## src/rv_pipe_pkg.sv

```systemverilog
package rv_pipe_pkg;

    localparam int xlen = 32;

    // addi x0, x0, 0
    localparam logic [31:0] nop_instr = 32'h0000_0013;

    // major opcodes
    localparam logic [6:0] op_lui    = 7'b0110111;
    localparam logic [6:0] op_auipc  = 7'b0010111;
    localparam logic [6:0] op_jal    = 7'b1101111;
    localparam logic [6:0] op_jalr   = 7'b1100111;
    localparam logic [6:0] op_branch = 7'b1100011;
    localparam logic [6:0] op_load   = 7'b0000011;
    localparam logic [6:0] op_store  = 7'b0100011;
    localparam logic [6:0] op_imm    = 7'b0010011;
    localparam logic [6:0] op_reg    = 7'b0110011;

    // alu operations
    localparam logic [3:0] alu_add    = 4'd0;
    localparam logic [3:0] alu_sub    = 4'd1;
    localparam logic [3:0] alu_sll    = 4'd2;
    localparam logic [3:0] alu_slt    = 4'd3;
    localparam logic [3:0] alu_sltu   = 4'd4;
    localparam logic [3:0] alu_xor    = 4'd5;
    localparam logic [3:0] alu_srl    = 4'd6;
    localparam logic [3:0] alu_sra    = 4'd7;
    localparam logic [3:0] alu_or     = 4'd8;
    localparam logic [3:0] alu_and    = 4'd9;
    localparam logic [3:0] alu_pass_b = 4'd10;

    // operand a source
    localparam logic [1:0] src_a_rs1  = 2'd0;
    localparam logic [1:0] src_a_pc   = 2'd1;
    localparam logic [1:0] src_a_zero = 2'd2;

    // operand b source
    localparam logic [1:0] src_b_rs2  = 2'd0;
    localparam logic [1:0] src_b_imm  = 2'd1;
    localparam logic [1:0] src_b_four = 2'd2;

    // register write-back source
    localparam logic [1:0] wb_sel_alu = 2'd0;
    localparam logic [1:0] wb_sel_mem = 2'd1;
    localparam logic [1:0] wb_sel_pc4 = 2'd2;

endpackage

```

## src/id_ex_if.sv

```systemverilog
`timescale 1ns/1ps

interface id_ex_if;
    logic [rv_pipe_pkg::xlen-1:0] pc;
    logic [rv_pipe_pkg::xlen-1:0] pc_plus_4;
    logic                         branch_estimation;
    logic [31:0]                  instruction;
    logic                         jump;
    logic                         branch;
    logic [3:0]                   alu_op;
    logic [1:0]                   alu_src_a_select;
    logic [1:0]                   alu_src_b_select;
    logic                         memory_read;
    logic                         memory_write;
    logic [1:0]                   register_file_write_data_select;
    logic                         register_write_enable;
    logic [2:0]                   funct3;
    logic [4:0]                   rd;
    logic [4:0]                   rs1;
    logic [4:0]                   rs2;
    logic [rv_pipe_pkg::xlen-1:0] imm;
    logic [rv_pipe_pkg::xlen-1:0] read_data1;
    logic [rv_pipe_pkg::xlen-1:0] read_data2;

    modport producer (
        output pc, pc_plus_4, branch_estimation, instruction, jump, branch, alu_op,
               alu_src_a_select, alu_src_b_select, memory_read, memory_write,
               register_file_write_data_select, register_write_enable, funct3, rd,
               rs1, rs2, imm, read_data1, read_data2
    );

    modport consumer (
        input pc, pc_plus_4, branch_estimation, instruction, jump, branch, alu_op,
              alu_src_a_select, alu_src_b_select, memory_read, memory_write,
              register_file_write_data_select, register_write_enable, funct3, rd,
              rs1, rs2, imm, read_data1, read_data2
    );
endinterface

```

## src/instr_decoder.sv

```systemverilog
`timescale 1ns/1ps

module instr_decoder (
    input  logic [31:0]                  instruction,
    output logic                         jump,
    output logic                         branch,
    output logic                         memory_read,
    output logic                         memory_write,
    output logic                         register_write_enable,
    output logic [3:0]                   alu_op,
    output logic [1:0]                   alu_src_a_select,
    output logic [1:0]                   alu_src_b_select,
    output logic [1:0]                   register_file_write_data_select,
    output logic [4:0]                   rd,
    output logic [4:0]                   rs1,
    output logic [4:0]                   rs2,
    output logic [2:0]                   funct3,
    output logic [rv_pipe_pkg::xlen-1:0] imm
);

    logic [6:0] opcode;
    logic [3:0] arith_op;

    assign opcode = instruction[6:0];
    assign rd     = instruction[11:7];
    assign funct3 = instruction[14:12];
    assign rs1    = instruction[19:15];
    assign rs2    = instruction[24:20];

    // bit 30 picks sra over srl, and sub over add only for register ops
    always_comb begin
        case (funct3)
            3'b000: arith_op = (opcode == rv_pipe_pkg::op_reg && instruction[30]) ?
                               rv_pipe_pkg::alu_sub : rv_pipe_pkg::alu_add;
            3'b001: arith_op = rv_pipe_pkg::alu_sll;
            3'b010: arith_op = rv_pipe_pkg::alu_slt;
            3'b011: arith_op = rv_pipe_pkg::alu_sltu;
            3'b100: arith_op = rv_pipe_pkg::alu_xor;
            3'b101: arith_op = instruction[30] ? rv_pipe_pkg::alu_sra : rv_pipe_pkg::alu_srl;
            3'b110: arith_op = rv_pipe_pkg::alu_or;
            default: arith_op = rv_pipe_pkg::alu_and;
        endcase
    end

    always_comb begin
        jump                            = 1'b0;
        branch                          = 1'b0;
        memory_read                     = 1'b0;
        memory_write                    = 1'b0;
        register_write_enable           = 1'b0;
        alu_op                          = rv_pipe_pkg::alu_add;
        alu_src_a_select                = rv_pipe_pkg::src_a_rs1;
        alu_src_b_select                = rv_pipe_pkg::src_b_rs2;
        register_file_write_data_select = rv_pipe_pkg::wb_sel_alu;
        imm                             = '0;
        case (opcode)
            rv_pipe_pkg::op_lui: begin
                register_write_enable = 1'b1;
                alu_op                = rv_pipe_pkg::alu_pass_b;
                alu_src_a_select      = rv_pipe_pkg::src_a_zero;
                alu_src_b_select      = rv_pipe_pkg::src_b_imm;
                imm                   = {instruction[31:12], 12'b0};
            end
            rv_pipe_pkg::op_auipc: begin
                register_write_enable = 1'b1;
                alu_src_a_select      = rv_pipe_pkg::src_a_pc;
                alu_src_b_select      = rv_pipe_pkg::src_b_imm;
                imm                   = {instruction[31:12], 12'b0};
            end
            rv_pipe_pkg::op_jal, rv_pipe_pkg::op_jalr: begin
                // link value pc + 4 comes out of the alu
                jump                            = 1'b1;
                register_write_enable           = 1'b1;
                alu_src_a_select                = rv_pipe_pkg::src_a_pc;
                alu_src_b_select                = rv_pipe_pkg::src_b_four;
                register_file_write_data_select = rv_pipe_pkg::wb_sel_pc4;
                if (opcode == rv_pipe_pkg::op_jal) begin
                    imm = {{11{instruction[31]}}, instruction[31], instruction[19:12],
                           instruction[20], instruction[30:21], 1'b0};
                end else begin
                    imm = {{20{instruction[31]}}, instruction[31:20]};
                end
            end
            rv_pipe_pkg::op_branch: begin
                branch = 1'b1;
                alu_op = rv_pipe_pkg::alu_sub;
                imm    = {{19{instruction[31]}}, instruction[31], instruction[7],
                          instruction[30:25], instruction[11:8], 1'b0};
            end
            rv_pipe_pkg::op_load: begin
                memory_read                     = 1'b1;
                register_write_enable           = 1'b1;
                alu_src_b_select                = rv_pipe_pkg::src_b_imm;
                register_file_write_data_select = rv_pipe_pkg::wb_sel_mem;
                imm = {{20{instruction[31]}}, instruction[31:20]};
            end
            rv_pipe_pkg::op_store: begin
                memory_write     = 1'b1;
                alu_src_b_select = rv_pipe_pkg::src_b_imm;
                imm = {{20{instruction[31]}}, instruction[31:25], instruction[11:7]};
            end
            rv_pipe_pkg::op_imm: begin
                register_write_enable = 1'b1;
                alu_op                = arith_op;
                alu_src_b_select      = rv_pipe_pkg::src_b_imm;
                imm = {{20{instruction[31]}}, instruction[31:20]};
            end
            rv_pipe_pkg::op_reg: begin
                register_write_enable = 1'b1;
                alu_op                = arith_op;
            end
            default: begin
                // fence, system and anything unknown fall through as a nop
            end
        endcase
    end

endmodule

```

## src/register_file.sv

```systemverilog
`timescale 1ns/1ps

module register_file (
    input  logic                         clk,
    input  logic                         reset,
    input  logic [4:0]                   rs1,
    input  logic [4:0]                   rs2,
    output logic [rv_pipe_pkg::xlen-1:0] read_data1,
    output logic [rv_pipe_pkg::xlen-1:0] read_data2,
    input  logic                         write_enable,
    input  logic [4:0]                   write_rd,
    input  logic [rv_pipe_pkg::xlen-1:0] write_data
);

    // x0 has no storage
    logic [rv_pipe_pkg::xlen-1:0] regs [1:31];

    always_ff @(posedge clk or posedge reset) begin
        if (reset) begin
            for (int i = 1; i < 32; i++) begin
                regs[i] <= '0;
            end
        end else if (write_enable && write_rd != 5'd0) begin
            regs[write_rd] <= write_data;
        end
    end

    // no write bypass, same-cycle reads see the old value
    assign read_data1 = (rs1 == 5'd0) ? '0 : regs[rs1];
    assign read_data2 = (rs2 == 5'd0) ? '0 : regs[rs2];

endmodule

```

## src/id_ex_register.sv

```systemverilog
`timescale 1ns/1ps

module id_ex_register (
    input  logic        clk,
    input  logic        reset,
    input  logic        flush,
    input  logic        redirect,
    input  logic        stall,
    id_ex_if.consumer   id_side,
    id_ex_if.producer   ex_side
);

    // instruction word on top, every other field below it
    logic [5*rv_pipe_pkg::xlen+65:0] id_word;
    logic [5*rv_pipe_pkg::xlen+65:0] nop_word;
    logic [5*rv_pipe_pkg::xlen+65:0] stage_q;

    assign id_word = {id_side.instruction, id_side.pc, id_side.pc_plus_4,
                      id_side.branch_estimation, id_side.jump, id_side.branch,
                      id_side.alu_op, id_side.alu_src_a_select, id_side.alu_src_b_select,
                      id_side.memory_read, id_side.memory_write,
                      id_side.register_file_write_data_select, id_side.register_write_enable,
                      id_side.funct3, id_side.rd, id_side.rs1, id_side.rs2, id_side.imm,
                      id_side.read_data1, id_side.read_data2};

    assign nop_word = {rv_pipe_pkg::nop_instr, {(5*rv_pipe_pkg::xlen+34){1'b0}}};

    // flush wins over stall, a taken redirect squashes the next slot
    always_ff @(posedge clk or posedge reset) begin
        if (reset) begin
            stage_q <= nop_word;
        end else if (flush || redirect) begin
            stage_q <= nop_word;
        end else if (!stall) begin
            stage_q <= id_word;
        end
    end

    assign {ex_side.instruction, ex_side.pc, ex_side.pc_plus_4,
            ex_side.branch_estimation, ex_side.jump, ex_side.branch,
            ex_side.alu_op, ex_side.alu_src_a_select, ex_side.alu_src_b_select,
            ex_side.memory_read, ex_side.memory_write,
            ex_side.register_file_write_data_select, ex_side.register_write_enable,
            ex_side.funct3, ex_side.rd, ex_side.rs1, ex_side.rs2, ex_side.imm,
            ex_side.read_data1, ex_side.read_data2} = stage_q;

endmodule

```

## src/ex_stage.sv

```systemverilog
`timescale 1ns/1ps

module ex_stage (
    id_ex_if.consumer                    ex_side,
    output logic [rv_pipe_pkg::xlen-1:0] alu_result,
    output logic [rv_pipe_pkg::xlen-1:0] store_data,
    output logic                         redirect,
    output logic [rv_pipe_pkg::xlen-1:0] redirect_pc
);

    logic [rv_pipe_pkg::xlen-1:0] operand_a;
    logic [rv_pipe_pkg::xlen-1:0] operand_b;
    logic [rv_pipe_pkg::xlen-1:0] branch_target;
    logic [rv_pipe_pkg::xlen-1:0] jalr_target;
    logic                         condition;
    logic                         taken;

    always_comb begin
        case (ex_side.alu_src_a_select)
            rv_pipe_pkg::src_a_pc:   operand_a = ex_side.pc;
            rv_pipe_pkg::src_a_zero: operand_a = '0;
            default:                 operand_a = ex_side.read_data1;
        endcase
        case (ex_side.alu_src_b_select)
            rv_pipe_pkg::src_b_imm:  operand_b = ex_side.imm;
            rv_pipe_pkg::src_b_four: operand_b = rv_pipe_pkg::xlen'(4);
            default:                 operand_b = ex_side.read_data2;
        endcase
    end

    always_comb begin
        case (ex_side.alu_op)
            rv_pipe_pkg::alu_sub:    alu_result = operand_a - operand_b;
            rv_pipe_pkg::alu_sll:    alu_result = operand_a << operand_b[4:0];
            rv_pipe_pkg::alu_slt:    alu_result = rv_pipe_pkg::xlen'($signed(operand_a) <
                                                                    $signed(operand_b));
            rv_pipe_pkg::alu_sltu:   alu_result = rv_pipe_pkg::xlen'(operand_a < operand_b);
            rv_pipe_pkg::alu_xor:    alu_result = operand_a ^ operand_b;
            rv_pipe_pkg::alu_srl:    alu_result = operand_a >> operand_b[4:0];
            rv_pipe_pkg::alu_sra:    alu_result = $signed(operand_a) >>> operand_b[4:0];
            rv_pipe_pkg::alu_or:     alu_result = operand_a | operand_b;
            rv_pipe_pkg::alu_and:    alu_result = operand_a & operand_b;
            rv_pipe_pkg::alu_pass_b: alu_result = operand_b;
            default:                 alu_result = operand_a + operand_b;
        endcase
    end

    // branch compare works on register data, not on the alu operands
    always_comb begin
        case (ex_side.funct3)
            3'b000:  condition = ex_side.read_data1 == ex_side.read_data2;
            3'b001:  condition = ex_side.read_data1 != ex_side.read_data2;
            3'b100:  condition = $signed(ex_side.read_data1) < $signed(ex_side.read_data2);
            3'b101:  condition = $signed(ex_side.read_data1) >= $signed(ex_side.read_data2);
            3'b110:  condition = ex_side.read_data1 < ex_side.read_data2;
            3'b111:  condition = ex_side.read_data1 >= ex_side.read_data2;
            default: condition = 1'b0;
        endcase
    end

    assign taken         = ex_side.branch && condition;
    assign branch_target = ex_side.pc + ex_side.imm;
    assign jalr_target   = (ex_side.read_data1 + ex_side.imm) & ~rv_pipe_pkg::xlen'(1);
    assign store_data    = ex_side.read_data2;

    // fetch estimate wrong, or any jump
    assign redirect = ex_side.jump || (ex_side.branch && (taken != ex_side.branch_estimation));

    always_comb begin
        if (ex_side.jump && ex_side.instruction[6:0] == rv_pipe_pkg::op_jalr) begin
            redirect_pc = jalr_target;
        end else if (ex_side.branch && !taken) begin
            redirect_pc = ex_side.pc_plus_4;
        end else begin
            redirect_pc = branch_target;
        end
    end

endmodule

```

## src/rv_id_ex_top.sv

```systemverilog
`timescale 1ns/1ps

module rv_id_ex_top (
    input  logic                         clk,
    input  logic                         reset,
    input  logic                         flush,
    input  logic                         stall,
    input  logic [rv_pipe_pkg::xlen-1:0] id_pc,
    input  logic [rv_pipe_pkg::xlen-1:0] id_pc_plus_4,
    input  logic                         id_branch_estimation,
    input  logic [31:0]                  id_instruction,
    input  logic                         wb_write_enable,
    input  logic [4:0]                   wb_rd,
    input  logic [rv_pipe_pkg::xlen-1:0] wb_data,
    output logic [31:0]                  ex_instruction,
    output logic [4:0]                   ex_rd,
    output logic                         ex_register_write_enable,
    output logic                         ex_memory_read,
    output logic                         ex_memory_write,
    output logic [1:0]                   ex_write_data_select,
    output logic [rv_pipe_pkg::xlen-1:0] ex_alu_result,
    output logic [rv_pipe_pkg::xlen-1:0] ex_store_data,
    output logic                         redirect,
    output logic [rv_pipe_pkg::xlen-1:0] redirect_pc
);

    id_ex_if id_side ();
    id_ex_if ex_side ();

    assign id_side.pc                = id_pc;
    assign id_side.pc_plus_4         = id_pc_plus_4;
    assign id_side.branch_estimation = id_branch_estimation;
    assign id_side.instruction       = id_instruction;

    instr_decoder u_instr_decoder (
        .instruction                     (id_instruction),
        .jump                            (id_side.jump),
        .branch                          (id_side.branch),
        .memory_read                     (id_side.memory_read),
        .memory_write                    (id_side.memory_write),
        .register_write_enable           (id_side.register_write_enable),
        .alu_op                          (id_side.alu_op),
        .alu_src_a_select                (id_side.alu_src_a_select),
        .alu_src_b_select                (id_side.alu_src_b_select),
        .register_file_write_data_select (id_side.register_file_write_data_select),
        .rd                              (id_side.rd),
        .rs1                             (id_side.rs1),
        .rs2                             (id_side.rs2),
        .funct3                          (id_side.funct3),
        .imm                             (id_side.imm)
    );

    register_file u_register_file (
        .clk          (clk),
        .reset        (reset),
        .rs1          (id_side.rs1),
        .rs2          (id_side.rs2),
        .read_data1   (id_side.read_data1),
        .read_data2   (id_side.read_data2),
        .write_enable (wb_write_enable),
        .write_rd     (wb_rd),
        .write_data   (wb_data)
    );

    id_ex_register u_id_ex_register (
        .clk      (clk),
        .reset    (reset),
        .flush    (flush),
        .redirect (redirect),
        .stall    (stall),
        .id_side  (id_side.consumer),
        .ex_side  (ex_side.producer)
    );

    ex_stage u_ex_stage (
        .ex_side     (ex_side.consumer),
        .alu_result  (ex_alu_result),
        .store_data  (ex_store_data),
        .redirect    (redirect),
        .redirect_pc (redirect_pc)
    );

    assign ex_instruction           = ex_side.instruction;
    assign ex_rd                    = ex_side.rd;
    assign ex_register_write_enable = ex_side.register_write_enable;
    assign ex_memory_read           = ex_side.memory_read;
    assign ex_memory_write          = ex_side.memory_write;
    assign ex_write_data_select     = ex_side.register_file_write_data_select;

endmodule

```

## config.mk

```make
export PLATFORM = sky130hd
export DESIGN_NAME = rv_id_ex_top
export DESIGN_NICKNAME = d
export VERILOG_FILES = /design/src/rv_pipe_pkg.sv /design/src/id_ex_if.sv /design/src/instr_decoder.sv /design/src/register_file.sv /design/src/id_ex_register.sv /design/src/ex_stage.sv /design/src/rv_id_ex_top.sv
export SDC_FILE = /design/constraint.sdc
export NUM_CORES = 2
export LEC_CHECK = 0
export BUFFER_PORTS_ARGS = -buffer_cell sky130_fd_sc_hd__buf_2
export CORE_ASPECT_RATIO = 1.5
export CORE_MARGIN = 2
export CORE_UTILIZATION = 61
export CTS_BUF_LIST = sky130_fd_sc_hd__clkbuf_4
export DETAILED_ROUTE_END_ITERATION = 10
export PLACE_DENSITY = 0.87
export SYNTH_ARGS = -nofsm -noshare
export SYNTH_HDL_FRONTEND = slang
export SYNTH_SLANG_ARGS = --single-unit
```

## constraint.sdc

```tcl
create_clock -name clk -period 40.8 [get_ports clk]
set_input_delay 2.04 -clock clk [delete_from_list [all_inputs] [get_ports clk]]
set_output_delay 2.04 -clock clk [all_outputs]
set_load 0.02 [all_outputs]
```

## Word-level counts from Yosys, hierarchy flattened

Index checks and enable logic that the tools add are counted.

- Bits in registers: 1218
- Bits of input ports: 139
- Output and inout bits: 139

- Add/subtract/negate cells: 4
- Order comparisons: 10
- Equal/unequal tests: 39
- Shift-type cells: 3
- Muxes and demuxes: 33
- Bitwise operators: 6
- Reduce and logical (&&, ||, !) cells: 22

Operator list:

| kind | count |
|---|---|
| 992-bit bitwise mux | 1 |
| 226-bit 2-to-1 mux | 2 |
| 32-bit binary-select mux with 5-bit select | 2 |
| 32-bit one-hot mux with 10 select lines | 1 |
| 32-bit 2-to-1 mux | 9 |
| 32-bit demux with 5-bit select | 1 |
| 32-bit one-hot mux with 5 select lines | 1 |
| 32-bit less-than comparator | 4 |
| 32-bit one-hot mux with 2 select lines | 2 |
| 32-bit adder | 3 |
| 32-bit greater-or-equal comparator | 2 |
| 32-bit AND | 1 |
| 32-bit == test | 1 |
| 32-bit != test | 1 |
| 32-bit OR | 1 |
| 32-bit by 5-bit << shifter with 32-bit output | 1 |
| 32-bit by 5-bit right shift with 32-bit output | 1 |
| 32-bit by 5-bit >>> shifter with 32-bit output | 1 |
| 32-bit subtractor | 1 |
| 32-bit XOR | 1 |
| 7-bit == test, second input constant | 4 |
| 4-bit one-hot mux with 7 select lines | 1 |
| 3-bit == test, second input constant | 7 |
| 7-bit by 6-bit == test with 1-bit output, second input constant | 3 |
| other kinds (30) | 65 |

## Longest topological paths before layout

- Word-level depth: 8
- Mapped depth: 23

## By module

From an unflattened synthesis, not the netlist that was laid out.

- Cell total of the unflattened synthesis: 6822
- Area total of the unflattened synthesis: 77555.6 µm²

By module, submodules not included:

| module | instances | cells an instance | area an instance (µm²) | sequential area each (µm²) |
|---|---|---|---|---|
| register_file | 1 | 3766 | 53456.3 | 24823.8 |
| ex_stage | 1 | 2222 | 14098.5 | 0.0 |
| id_ex_register | 1 | 731 | 9242.6 | 5659.2 |
| instr_decoder | 1 | 103 | 758.2 | 0.0 |

## Worst setup path before layout

Ideal clock, no wire load.

- Path kind: register to output
- Start point: register u_id_ex_register.stage_q[128] (netlist name)
- End point: output ex_alu_result[16] (netlist name)
- Arrival: 4.949 ns
- Data required time: 38.760 ns
- Slack: 33.811 ns
- Cell stages (with the launch flop): 22
- Path through: dfrtp_1 inv_1 ha_1 buf_2 nor2_1 a21o_1 clkbuf_1 clkinv_1 buf_1 clkbuf_1 clkbuf_1 fa_1 nor2b_1 o211ai_1 a21oi_1 a211oi_1 o21ai_0 a21oi_1 o21ai_0 a2111oi_0 nor3_1 o21ai_0

RTL lines:

| what | RTL line | text |
|---|---|---|
| end, declared | rv_id_ex_top.sv:21 | `output logic [rv_pipe_pkg::xlen-1:0] ex_alu_result,` |

## Worst setup path after layout

- Start point: register u_id_ex_register.stage_q[121] (netlist name)
- End point: output ex_alu_result[31] (netlist name)

- Longest elaborated chain between the ends: 4
- Elaborated cells between the ends (all ways): 12

RTL lines:

| what | RTL line | text |
|---|---|---|
| start, declared | id_ex_register.sv:16 | `logic [5*rv_pipe_pkg::xlen+65:0] stage_q;` |
| start signal, assigned | id_ex_register.sv:31 | `stage_q <= nop_word;` |
| start signal, assigned | id_ex_register.sv:33 | `stage_q <= nop_word;` |
| start signal, assigned | id_ex_register.sv:35 | `stage_q <= id_word;` |
| 2-bit == test / 2-bit by 1-bit == test with 1-bit output (equally long branches) | ex_stage.sv:19 | `case (ex_side.alu_src_a_select)` |
| 32-bit one-hot mux with 2 select lines (*) | ex_stage.sv:19 |  |
| 32-bit adder (tied with other cells) | ex_stage.sv:44 | `default: alu_result = operand_a + operand_b;` |
| 32-bit one-hot mux with 10 select lines (*) | ex_stage.sv:32 | `case (ex_side.alu_op)` |

Every way passes the cells marked *; elsewhere a longest branch is shown, timed or not.

==> impl_metrics.csv <==
group,metric,value,unit
timing,post-route-period-util,23.1,%
yosys,syn_area,74300,um2
worst_hold_path,worstHoldPathCells,2,
timing,rsz0062_at_grt,"no",
timing,whs,0.518,ns
floorplan,dieWidth,289,um
clock_tree,clockRootBuffer,"clkbuf_4",
worst_setup_path,reg2reg_to,"u_id_ex_register.stage_q[187]$_DFFE_PP0P_",
worst_hold_path,hold_path.class,"flop to flop",
floorplan,fp.coreArea,121000,um2
worst_setup_path,rr_worst_depth,13,
yosys,ys_seq_area_share,40.4,%
power,ir_worst_vdd,0.0374,mV
yosys,synthFlopType,"dfrtp_1",
worst_setup_path,crit_buf_inv,4,
clock_tree,cts_setup_buffers,0,
run,max_cap_viol_count,0,
placement,port_buffers,277,
clock_tree,ctsHoldBuffers,0,
route,via_count,59300,
route,wl_per_cell,36.8,um
route,drt-total-wl,292,mm
yosys,synth.avg_cell_area,12.4,um2
route,antenna_left,0,
clock_tree,cts_max_level,5,
worst_setup_path,path_cells,"ha_1 > buf_4 > nor2b_2 > buf_4 > a22o_1 > ha_1 > inv_1 > nor3_1 > nand4_1 > or3_1 > o2111ai_1 > a31oi_1 > o41a_1 > mux2i_1 > o221ai_1 > buf_2",
worst_setup_path,crit_family,"compound AO/OA/AOI/OAI gates",
global_route,grtUsageTotal,47.4,%
cells_and_area,fin_cells,7931,
yosys,syn_nets,6318,
placement,gp_congestion,1.12,
route,route.detailed.drc,0,
timing,fin_ws,31.38,ns
outcome,status,"completed",
worst_setup_path,reg2reg_setup_slack,34.98,ns
cells_and_area,multi_input_area,41900,um2
clock_tree,cts_sinks,1198,
global_route,grt_pass1_vias,61200,
route,dr.pass1.iters,8,
yosys,ys_ff_latch,1198,
cells_and_area,post-route-util,66.6,%
global_route,grt_pass1_wl,419,mm
timing,setup_violations,0,
clock_tree,clk_pin_slew,0.06,ns
yosys,async_flop_share,100,%
worst_setup_path,crit_type,"flop to primary output",
placement,dp_slack,32.81,ns
timing,layout_min_cycle_time,9.42,ns
global_route,grt_busiest_layer,"met2",
cells_and_area,mostFrequentLayoutCells,"dfrtp_1, mux2_2, mux4_2",
global_route,use_met3,17.8,%
timing,fin_tns_setup,0,ns
clock_tree,clkLatencyLatePin,1.37,ns
cells_and_area,layout.nets,6482,
global_route,grt_use_met1,51.6,%
global_route,antenna_found_initial,51,
placement,place_area,76800,um2
global_route,grt_start_max_net_pins,187,
cells_and_area,final_area,80400,um2
timing,tightest_slew,1.37,ns
floorplan,die_y,431,um
floorplan,start_util,61.6,%
global_route,met2_usage,71.0,%
floorplan,num_rows,156,
clock_tree,cts_tree,"yes",
worst_setup_path,worstSetupEndpointType,"primary output",
timing,finalHoldViolations,0,
clock_tree,cts_resized,0,
route,detail_route.vias_per_cell,7.48,
cells_and_area,regArea,30000,um2
timing,slew_viol_final,0,
global_route,gr-total-overflow,0,
worst_setup_path,cp.arrival,7.38,ns
worst_setup_path,startpoint_type,"flop",
timing,fin_skew,0.115,ns
cells_and_area,n_fill_cell,8316,
worst_setup_path,rr_startpoint,"u_id_ex_register.stage_q[6]$_DFFE_PP0P_",
floorplan,dieArea,125000,um2
cells_and_area,drive_gt1_share,39.6,%
power,power_leakage,36.3,nW
worst_setup_path,worst_path_largest_cell_delay,1.03,ns
worst_setup_path,required,38.76,ns
power,finalPower,3.60,mW
yosys,ys_warn_count,0,
worst_setup_path,cp_slowest_cell,"a22o_1",
worst_hold_path,min_from,"u_id_ex_register.stage_q[223]$_DFFE_PP0P_",
power,power_density,44.8,nW/um2
cells_and_area,layout_commonest_cell,"dfrtp_1",
route,initialDrtViolationCount,7293,
cells_and_area,syn_to_final_growth,8.19,%
timing,fmax,106,MHz
clock_tree,cts_inserted_buffers,306,
placement,dp_cells,7416,
worst_setup_path,critical_path.max_fanout,35,
yosys,synth_edf_count,0,
clock_tree,clockBufferDepth,4,
yosys,postSynthCellCount,5982,
worst_hold_path,hold_end,"u_id_ex_register.stage_q[223]$_DFFE_PP0P_",
yosys,synth.distinct_cells,89,
placement,hpwlAfterDp,186,mm
floorplan,ioPinCount,278,
timing,maxSlewHeadroom,8.88,%
-- how the worst max path moves through the flow --
stage / start / slack (ns) / cells past startpoint / end
final: u_id_ex_register.stage_q[121]$_DFFE_PP0P_ / 31.38 / 16 / ex_alu_result[31]
after global routing: u_id_ex_register.stage_q[128]$_DFFE_PP0P_ / 31.04 / 19 / ex_alu_result[20]
after CTS: u_id_ex_register.stage_q[128]$_DFFE_PP0P_ / 31.42 / 20 / ex_alu_result[20]
after detailed placement: u_id_ex_register.stage_q[128]$_DFFE_PP0P_ / 32.81 / 20 / ex_alu_result[20]
after global placement: u_id_ex_register.stage_q[128]$_DFFE_PP0P_ / 32.71 / 19 / ex_alu_result[20]
after floorplan: reset / 5.02 / 1 / u_id_ex_register.stage_q[0]$_DFFE_PP0P_
-- power breakdown --
part / internal (mW) / switching (mW)
combinational: 0.492 / 0.525
sequential: 1.39 / 0.190
clock: 0.482 / 0.517
-- registers in the layout, indices dropped and copies added, names as in the netlist --
signal                    flops
u_id_ex_register.stage_q    206
u_register_file.regs        992
-- worst reg2reg max path, cell delays in order, from the launching register on --
cell	delay [ns]
dfrtp_1	0.72
inv_1	0.10
ha_1	0.32
nand3_1	0.09
nor3_1	0.81
nand4_1	0.74
xor2_1	0.34
or3_1	0.35
inv_1	0.08
or4_1	0.14
and2_1	0.17
a211o_4	0.59
buf_4	0.88
nor2_1	0.26
-- cell type report --
class                   instances  area share [%]
multi-input cells            4085            52.1
flip-flops and latches       1198            37.3
clock buffers                 418            3.90
repair buffers                400            3.03
well taps                    1580            2.46
inverters                     155           0.733
clock inverters                63           0.374
diodes                         32          0.0996
-- kinds of logic (layout without fill, tap and decap cells) --
logic type      count (synthesis)  in the layout  synth area share (%)
buf+inv                       699           1036                  3.65
flops                        1198           1198                  40.4
xor+xnor                       56             56                 0.660
fa+ha+maj                     197            197                  3.36
compound gates               1113           1113                  9.79
mux                          1925           1925                  37.3
other cells                     0             32                     0
simple gates                  794            794                  4.85
-- metal layers --
layer	part of all wire, %	vias up
li1	-	23300
met1	31	29800
met2	45	4509
met3	12	1677
met4	12	36
met5	0.11	-
-- Yosys cell counts, types with 55 or more instances --
master | instances | area, um2
a22oi_1 | 55 | 413
clkbuf_1 | 387 | 1450
mux2i_1 | 335 | 3350
a21oi_1 | 396 | 1980
ha_1 | 193 | 2410
o2bb2ai_1 | 65 | 569
mux4_2 | 576 | 13000
inv_1 | 152 | 571
nand2_1 | 206 | 773
buf_1 | 117 | 439
dfrtp_1 | 1195 | 29900
mux2_2 | 1013 | 11400
nor2_1 | 320 | 1200
o21ai_0 | 143 | 716
No activity file was read; power rests on OpenSTA's default activity.
